<file path="config.mk">
export PLATFORM = sky130hd
export DESIGN_NAME = arithEncoder
export DESIGN_NICKNAME = d
export VERILOG_FILES = /design/src/hdl/modelPkg.sv /design/src/hdl/codecPkg.sv /design/src/hdl/arithEncoder.sv /design/src/hdl/bitPacker.sv /design/src/hdl/encoderCtrl.sv /design/src/hdl/seqDivider.sv /design/src/hdl/freqModel.sv
export SDC_FILE = /design/constraint.sdc
export NUM_CORES = 2
export LEC_CHECK = 0
export BUFFER_PORTS_ARGS = -buffer_cell sky130_fd_sc_hd__buf_2
export CELL_PAD_IN_SITES_DETAIL_PLACEMENT = 1
export CELL_PAD_IN_SITES_GLOBAL_PLACEMENT = 2
export CORE_AREA = 2 2 261 263
export CTS_CLUSTER_SIZE = 40
export DETAILED_ROUTE_END_ITERATION = 10
export DIE_AREA = 0 0 263 265
export PLACE_DENSITY = 0.84
export SYNTH_ARGS = -nofsm -noshare
export SYNTH_HDL_FRONTEND = slang
export SYNTH_SLANG_ARGS = --single-unit
</file>
<file path="constraint.sdc">
create_clock -name clk -period 17.96 [get_ports clk]
set_input_delay 3.592 -clock clk [delete_from_list [all_inputs] [get_ports clk]]
set_output_delay 3.592 -clock clk [all_outputs]
set_load 0.1 [all_outputs]
</file>
<file path="src/hdl/modelPkg.sv">
// fixed 257-symbol frequency model; symbol 256 is end-of-stream and the total is 2^21 - 1
package modelPkg;

    localparam int NumSymbols = 257;
    localparam int EofSymbol  = 256;
    localparam int HotSymbol  = 97;  // the one wide symbol
    localparam int FreqBits   = 21;

    typedef logic [$clog2(NumSymbols)-1:0] symbolT;
    typedef logic [FreqBits-1:0] freqT; // cumulative frequency

    localparam freqT HotEnd     = 21'd2096972;
    localparam freqT HighOffset = 21'd2096874; // symbols above the hot one sit here
    localparam freqT EofBegin   = 21'd2097130;
    localparam freqT TotalFreq  = 21'd2097151;

    // cumulative bounds of one symbol
    typedef struct packed {
        freqT freqBegin;
        freqT freqEnd;
    } freqBoundsT;

endpackage

</file>
<file path="src/hdl/codecPkg.sv">
// encoder types that do not depend on Precision; pending count limited to 127 middle-case bits
package codecPkg;

    localparam int PrecisionDefault = 24; // interval precision in bits

    typedef logic [6:0]  pendingT; // outstanding middle-case bits
    typedef logic [4:0]  bitPosT;  // bit index inside an output word
    typedef logic [31:0] wordT;

    // one coded bit handed from the controller to the packer
    typedef struct packed {
        logic valid;
        logic value;
        logic last; // final bit of the stream
    } outBitT;

    typedef enum logic [3:0] {
        Idle,
        Multiply,
        DivideEnd,
        DivideBegin,
        Rescale,
        EmitPending,
        Terminate,
        WaitSymbol,
        WaitPack
    } encStateT;

endpackage
</file>
<file path="src/hdl/arithEncoder.sv">
// arithmetic encoder top; symbol and word handshakes are level based and must be cleared by the user
`timescale 1ns/1ns

module arithEncoder
    import codecPkg::*;
    import modelPkg::*;
#(
    parameter int Precision = PrecisionDefault
) (
    input  logic       clk,
    input  logic       rstn,
    input  logic       start,
    input  symbolT     symbolIn,
    input  logic       symbolProvided,
    output logic       symbolRequest,
    output logic       idle,
    output logic       wordReady,
    input  logic       wordRead,
    output wordT       word,
    output logic [2:0] validBytes
);

    symbolT                        modelSymbol;
    freqBoundsT                    freqBounds;
    logic                          divStart;
    logic [Precision+FreqBits-1:0] dividend;
    logic                          divDone;
    logic [Precision-1:0]          quotient;
    outBitT                        outBit;
    logic                          wordBusy;

    freqModel i_freqModel (
        .modelSymbol (modelSymbol),
        .freqBounds  (freqBounds)
    );

    seqDivider #(
        .Precision (Precision),
        .FreqBits  (FreqBits)
    ) i_seqDivider (
        .clk      (clk),
        .rstn     (rstn),
        .divStart (divStart),
        .dividend (dividend),
        .divDone  (divDone),
        .quotient (quotient)
    );

    encoderCtrl #(
        .Precision (Precision)
    ) i_encoderCtrl (
        .clk            (clk),
        .rstn           (rstn),
        .start          (start),
        .symbolIn       (symbolIn),
        .symbolProvided (symbolProvided),
        .symbolRequest  (symbolRequest),
        .idle           (idle),
        .modelSymbol    (modelSymbol),
        .freqBounds     (freqBounds),
        .divStart       (divStart),
        .dividend       (dividend),
        .divDone        (divDone),
        .quotient       (quotient),
        .outBit         (outBit),
        .wordBusy       (wordBusy)
    );

    bitPacker i_bitPacker (
        .clk        (clk),
        .rstn       (rstn),
        .outBit     (outBit),
        .wordBusy   (wordBusy),
        .wordReady  (wordReady),
        .wordRead   (wordRead),
        .word       (word),
        .validBytes (validBytes)
    );

endmodule

</file>
<file path="src/hdl/bitPacker.sv">
// LSB-first word packer; a word holds until the reader raises and then clears wordRead
`timescale 1ns/1ns

module bitPacker
    import codecPkg::*;
(
    input  logic       clk,
    input  logic       rstn,
    input  outBitT     outBit,
    output logic       wordBusy,
    output logic       wordReady,
    input  logic       wordRead,
    output wordT       word,
    output logic [2:0] validBytes
);

    bitPosT bitPos; // next free bit in the word
    logic   accept;

    assign accept = outBit.valid && !wordBusy;

    always_ff @(posedge clk) begin
        if (!rstn) begin
            bitPos    <= '0;
            word      <= '0;  // unused bits must read as zero
            wordReady <= 1'b0;
            wordBusy  <= 1'b0;
        end else begin
            if (accept) begin
                word[bitPos] <= outBit.value;
                bitPos       <= bitPos + 1'b1;
                if ((bitPos == '1) || outBit.last) begin
                    wordBusy   <= 1'b1;
                    wordReady  <= 1'b1;
                    // ceil of filled bits over 8 for the final word
                    validBytes <= outBit.last ? {1'b0, bitPos[4:3]} + 3'd1 : 3'd4;
                end
            end else if (wordReady && wordRead) begin
                wordReady <= 1'b0;
                word      <= '0;
                bitPos    <= '0;
            end else if (wordBusy && !wordReady && !wordRead) begin
                wordBusy <= 1'b0; // reader has dropped its flag
            end
        end
    end

endmodule

</file>
<file path="src/hdl/encoderCtrl.sv">
// encoder FSM; at most one symbol in flight and no more than 127 consecutive middle rescales
`timescale 1ns/1ns

module encoderCtrl
    import codecPkg::*;
    import modelPkg::*;
#(
    parameter int Precision = PrecisionDefault
) (
    input  logic                          clk,
    input  logic                          rstn,
    input  logic                          start,
    input  symbolT                        symbolIn,
    input  logic                          symbolProvided,
    output logic                          symbolRequest,
    output logic                          idle,
    output symbolT                        modelSymbol,
    input  freqBoundsT                    freqBounds,
    output logic                          divStart,
    output logic [Precision+FreqBits-1:0] dividend,
    input  logic                          divDone,
    input  logic [Precision-1:0]          quotient,
    output outBitT                        outBit,
    input  logic                          wordBusy
);

    typedef logic [Precision-1:0] intervalT;
    typedef logic [Precision+FreqBits-1:0] productT;

    localparam intervalT Whole         = intervalT'(1) << (Precision - 1);
    localparam intervalT Half          = intervalT'(1) << (Precision - 2);
    localparam intervalT Quarter       = intervalT'(1) << (Precision - 3);
    localparam intervalT ThreeQuarters = Half + Quarter;

    encStateT state;
    encStateT resumeState; // where to go once the packer frees up
    symbolT   symbol;
    intervalT a;
    intervalT b;
    intervalT w;
    pendingT  pending;
    logic     pendBit;     // value of the pending bits still owed
    logic     closing;     // termination bits are being sent
    freqT     mulFreq;
    productT  product;

    assign idle        = (state == Idle);
    assign modelSymbol = symbol;

    // single multiplier, end bound first and begin bound second
    assign mulFreq = (state == Multiply) ? freqBounds.freqEnd : freqBounds.freqBegin;
    assign product = productT'(w) * productT'(mulFreq);

    always_comb begin
        outBit = '0;
        case (state)
            Rescale: begin
                outBit.valid = !wordBusy && ((b < Half) || (a > Half));
                outBit.value = (b >= Half); // right half emits 1
            end
            EmitPending: begin
                outBit.valid = !wordBusy;
                outBit.value = pendBit;
                outBit.last  = closing && (pending == 1);
            end
            Terminate: begin
                outBit.valid = !wordBusy;
                outBit.value = (a > Quarter);
            end
            default: ;
        endcase
    end

    always_ff @(posedge clk) begin
        if (!rstn) begin
            state         <= Idle;
            symbolRequest <= 1'b0;
            divStart      <= 1'b0;
        end else begin
            divStart <= 1'b0;
            case (state)
                Idle: if (start) begin
                    symbol  <= symbolIn;
                    a       <= '0;
                    b       <= Whole;
                    w       <= Whole;
                    pending <= '0;
                    closing <= 1'b0;
                    state   <= Multiply;
                end
                Multiply: begin
                    dividend <= product; // w * end
                    divStart <= 1'b1;
                    state    <= DivideEnd;
                end
                DivideEnd: if (divDone) begin
                    b        <= a + quotient;
                    dividend <= product; // w * begin
                    divStart <= 1'b1;
                    state    <= DivideBegin;
                end
                DivideBegin: if (divDone) begin
                    a     <= a + quotient;
                    state <= Rescale;
                end
                Rescale: begin
                    if (wordBusy) begin
                        resumeState <= Rescale;
                        state       <= WaitPack;
                    end else if (b < Half) begin
                        a       <= a << 1;
                        b       <= b << 1;
                        pendBit <= 1'b1;
                        state   <= (pending != '0) ? EmitPending : Rescale;
                    end else if (a > Half) begin
                        a       <= (a - Half) << 1;
                        b       <= (b - Half) << 1;
                        pendBit <= 1'b0;
                        state   <= (pending != '0) ? EmitPending : Rescale;
                    end else if ((a > Quarter) && (b < ThreeQuarters)) begin
                        a       <= (a - Quarter) << 1; // middle case, bit deferred
                        b       <= (b - Quarter) << 1;
                        pending <= pending + 1'b1;
                    end else begin
                        w <= b - a;
                        if (symbol == EofSymbol) begin
                            state <= Terminate;
                        end else begin
                            symbolRequest <= 1'b1;
                            state         <= WaitSymbol;
                        end
                    end
                end
                EmitPending: begin
                    if (wordBusy) begin
                        resumeState <= EmitPending;
                        state       <= WaitPack;
                    end else begin
                        pending <= pending - 1'b1;
                        if (pending == 1) begin
                            resumeState <= Idle; // only used after the final bit
                            state       <= closing ? WaitPack : Rescale;
                        end
                    end
                end
                Terminate: begin
                    if (wordBusy) begin
                        resumeState <= Terminate;
                        state       <= WaitPack;
                    end else begin
                        pending <= pending + 1'b1;
                        pendBit <= (a <= Quarter);
                        closing <= 1'b1;
                        state   <= EmitPending;
                    end
                end
                WaitSymbol: begin
                    if (symbolRequest && symbolProvided) begin
                        symbol        <= symbolIn;
                        symbolRequest <= 1'b0;
                    end else if (!symbolRequest && !symbolProvided) begin
                        state <= Multiply; // provider has cleared its flag
                    end
                end
                WaitPack: if (!wordBusy) begin
                    state <= resumeState;
                end
                default: state <= Idle;
            endcase
        end
    end

endmodule

</file>
<file path="src/hdl/seqDivider.sv">
// restoring divide by TotalFreq; quotient must fit Precision bits and is valid with divDone
`timescale 1ns/1ns

module seqDivider
    import modelPkg::*;
#(
    parameter int Precision = 24,
    parameter int FreqBits  = modelPkg::FreqBits
) (
    input  logic                          clk,
    input  logic                          rstn,
    input  logic                          divStart,
    input  logic [Precision+FreqBits-1:0] dividend,
    output logic                          divDone,
    output logic [Precision-1:0]          quotient
);

    localparam int Steps = Precision + FreqBits; // one quotient bit per step

    logic [Steps-1:0]           dividendReg;
    logic [FreqBits-1:0]        remainder;
    logic [$clog2(Steps+1)-1:0] count;
    logic [FreqBits:0]          trial;
    logic [FreqBits:0]          diff;
    logic                       fits;

    // next partial remainder with the dividend MSB shifted in
    assign trial = {remainder, dividendReg[Steps-1]};
    assign diff  = trial - (FreqBits+1)'(TotalFreq);
    assign fits  = trial >= (FreqBits+1)'(TotalFreq);

    always_ff @(posedge clk) begin
        if (!rstn) begin
            count   <= '0;
            divDone <= 1'b0;
        end else begin
            divDone <= 1'b0;
            if (divStart) begin
                dividendReg <= dividend;
                remainder   <= '0;
                count       <= $bits(count)'(Steps);
            end else if (count != '0) begin
                dividendReg <= dividendReg << 1;
                remainder   <= fits ? diff[FreqBits-1:0] : trial[FreqBits-1:0];
                quotient    <= {quotient[Precision-2:0], fits}; // upper bits are zero by range
                count       <= count - 1'b1;
                if (count == 1) begin
                    divDone <= 1'b1; // last quotient bit lands with this edge
                end
            end
        end
    end

endmodule

</file>
<file path="src/hdl/freqModel.sv">
// combinational model lookup; any symbol code above 256 is treated as end-of-stream
`timescale 1ns/1ns

module freqModel
    import modelPkg::*;
(
    input  symbolT     modelSymbol,
    output freqBoundsT freqBounds
);

    freqT symbolFreq;

    assign symbolFreq = freqT'(modelSymbol);

    always_comb begin
        if (modelSymbol < HotSymbol) begin
            freqBounds.freqBegin = symbolFreq; // unit-width low symbols
            freqBounds.freqEnd   = symbolFreq + 1'b1;
        end else if (modelSymbol == HotSymbol) begin
            freqBounds.freqBegin = symbolFreq;
            freqBounds.freqEnd   = HotEnd; // takes nearly the whole range
        end else if (modelSymbol < EofSymbol) begin
            freqBounds.freqBegin = symbolFreq + HighOffset;
            freqBounds.freqEnd   = symbolFreq + HighOffset + 1'b1;
        end else begin
            freqBounds.freqBegin = EofBegin;
            freqBounds.freqEnd   = TotalFreq;
        end
    end

endmodule

</file>
==> metrics.md <==
| Metric | Value |
|---|---|
| Register area share after synthesis | 25.7% |
| Synth Cell Area | 31100 um^2 |
| WL/cell | 20.8 um |
| CTS resizes | 0 |
| Drt via density | 5.48 |
| H-tree depth | 2 |
| DRC | 0 |
| Syn. warnings | 0 |
| WP data required | 18.23 ns |
| #FFs+latches synth | 283 |
| Status | finished, final reports clean |
| TritonCTS Buffers | 34 |
| Core Region | 66800 um^2 |
| Min-Delay Path Class | reg -> reg |
| Setup TNS | 0 ns |
| Crit. End Element | flip-flop |
| Slowest stage cell, crit path | dfxtp_1 |
| Root Buffer | clkbuf_16 |
| Top delay family on crit path | adder cells |
| RSZ-0062 raised after global routing | false |
| Post-synthesis compound-gate area fraction | 11.1% |
| Die area | 69700 um^2 |
| Sink Count | 283 |
| First-pass GRT wire length | 137000 um |
| Max-slew violations | 0 |
| FFs w/ async S/R, synth | 0% |
| Final hold violations | 0 |
| Post-CTS Setup Repair Bufs | 0 |
| Simple-gate area share of the yosys netlist | 12.3% |
| Final period util | 53.3% |
| Slew margin rel. | 13.0% |
| Die Height | 265 um |
| DRT iter0 DRCs | 1019 |
| Num rows | 95 |
| I/O pins | 52 |
| CTS tree | built |
| Syn Area/Cell | 9.85 um^2 |
| Initial antenna violation count | 3 |
| CTS clock-pin slew for the worst setup and hold paths | 0.06 ns |
| Number of fill cells | 7475 |
| Adder-cell share of the synthesized area | 36.0% |
| Most used cell, CP | fa_1 |
| Critical path class | reg -> reg |
| Slew @ Worst Pin | 1.30 ns |
| CP max FO | 71 |
| Post-synthesis mux area share | 1.73% |
| Largest family of logic cells by synthesized area | adder cells |
| Finish-stage setup viols | 0 |
| Dominant synthesized flop cell | edfxtp_1 |
| CP startpoint kind | flip-flop |
| Clk buf depth | 3 |
| HPWL after DPL | 66400 um |
| Max stage delay on crit path | 0.67 ns |
| Max-Cap Viols | 0 |
| Nets | 3801 |
| Initial core utilization | 46.5% |
| Post-CTS Hold Fix Bufs | 0 |
| Worst path buffer plus inverter count | 5 |
| Worst Path Arrival | 9.85 ns |
| Synth Area in XOR/XNOR | 3.16% |
| Ant. Diodes | 0 |
| DRT Pass-1 Iters | 5 |
| Highest clock rate | 104 MHz |
| Clock skew | 0.0208 ns |
| Vias post-DR | 22100 |
| Die outline width | 263 um |
| Largest net degree at the start of global routing | 72 |
| Fin crit period | 9.58 ns |
| Clk Latency, worst-skew pair | 0.55 ns |
| Proportion of layout cells with a drive suffix above 1 | 7.74% |
| Area Growth Syn to Fin | 6.84% |
| Overflow after GRT | 0 |
| Syn Nets | 3813 |
| Vias in the first global route | 24800 |
| Post-synth EDFFs | 231 |
| Pre-CTS setup slack | 8.41 ns |
| Gr usage total | 24.9% |
| Final wirelength | 84100 um |
| Final GP Congestion | 0.851 |
| Synth unique cells | 98 |
| Mapped Cells | 3155 |
| Final ANT Viol Nets | 0 |
| Final WS setup | 8.38 ns |
| I/O Buffers | 51 |
==> cells in the mapped netlist (all sizes together) (20+ instances only) <==
| cell | n | share of area (%) |
|---|---|---|
| xnor2 | 68 | 1.9 |
| nor4 | 20 | 0.47 |
| buf | 58 | 1.0 |
| mux2 | 45 | 1.6 |
| fa | 417 | 27 |
| nor2b | 28 | 0.56 |
| ha | 227 | 9.1 |
| a21o | 49 | 1.2 |
| nand2b | 21 | 0.42 |
| o41ai | 35 | 1.1 |
| nand2 | 318 | 4.1 |
| nor3 | 36 | 0.61 |
| nand3 | 35 | 0.56 |
| o2111ai | 32 | 0.90 |
| and2 | 106 | 2.1 |
| o21ai | 98 | 1.6 |
| inv | 665 | 8.0 |
| dfxtp | 52 | 3.4 |
| a22o | 20 | 0.56 |
| edfxtp | 231 | 22 |
| a21oi | 103 | 1.7 |
| xor2 | 44 | 1.2 |
| nor2 | 140 | 1.7 |
| clkbuf | 79 | 0.95 |
==> final cells by class <==
| cell class | count | area (um^2) | area share, % |
|---|---|---|---|
| clock buffers | 47 | 931 | 2.80 |
| clock inverters | 12 | 88.8 | 0.268 |
| inverters | 665 | 2500 | 7.52 |
| multi-input cells | 2070 | 20100 | 60.5 |
| flip-flops and latches | 283 | 7980 | 24.0 |
| well taps | 873 | 1090 | 3.29 |
| repair buffers | 89 | 541 | 1.63 |
==> layout by cell type (no fill, tap or decap), types with 68 or more instances in the layout <==
cell type / n
xnor2_1: 68
fa_1: 417
nor2_1: 136
inv_1: 661
ha_1: 227
a21oi_1: 97
nand2_1: 311
and2_1: 105
edfxtp_1: 231
o21ai_0: 79
==> kinds of logic (layout without fill, tap and decap cells) <==
kind of cell | count (synthesis) | count (layout)
muxes | 48 | 48
xor gates and xnor gates | 112 | 112
buffers and inverters | 802 | 813
AOI/OAI and AO/OA | 485 | 485
DFF | 283 | 283
and+or+nand+nor | 781 | 781
adders and majority gates | 644 | 644
==> path summary, 6_finish.rpt <==
| check | cells past startpoint | startpoint | endpoint | slack (ns) |
|---|---|---|---|---|
| max | 27 | i_encoderCtrl.state[0]$_SDFFE_PN0P_ | i_encoderCtrl.dividend[43]$_DFFE_PP_ | 8.38 |
| min | 0 | i_seqDivider.quotient[4]$_DFFE_PP_ | i_seqDivider.quotient[5]$_DFFE_PP_ | 0.46 |
| max reg2reg | 27 | i_encoderCtrl.state[0]$_SDFFE_PN0P_ | i_encoderCtrl.dividend[43]$_DFFE_PP_ | 8.38 |
| min reg2reg | 0 | i_seqDivider.quotient[4]$_DFFE_PP_ | i_seqDivider.quotient[5]$_DFFE_PP_ | 0.46 |
==> sequential cells by signal, indices dropped and copies added, names as in the netlist <==
name and flops:
i_encoderCtrl.divStart 1, i_seqDivider.remainder 21, i_encoderCtrl.modelSymbol 9, i_bitPacker.word 32, i_encoderCtrl.dividend 45, i_encoderCtrl.resumeState 3
i_bitPacker.bitPos 5, i_seqDivider.quotient 24, i_encoderCtrl.w 24, i_encoderCtrl.pendBit 1, i_encoderCtrl.b 24, i_bitPacker.wordBusy 1
i_bitPacker.wordReady 1, i_bitPacker.validBytes 3, i_seqDivider.divDone 1, i_encoderCtrl.state 4, i_encoderCtrl.closing 1, i_encoderCtrl.symbolRequest 1
i_encoderCtrl.a 24, i_seqDivider.count 6, i_encoderCtrl.pending 7, i_seqDivider.dividendReg 45
==> stage by stage <==
stage	utilization, %	cell area [um^2]	hold WS, ns	std cells
2_1_floorplan	-	31100	0.431	3155
3_3_place_gp	48.2	32200	0.448	3980
3_5_place_dp	48.2	32200	0.441	3980
4_1_cts	49.7	33200	0.462	4039
5_1_grt	49.7	33200	0.478	4039
6_report	49.7	33200	0.458	4039
==> per-layer routing <==
metal	global-route usage, %	wire length [um]
met1	31.4	35400
met2	44.1	42800
met3	2.81	2860
met4	9.14	2970
met5	0	13
Power is not shown: default switching activity piles up to over one toggle a cycle in this logic, so the estimate is an artifact.
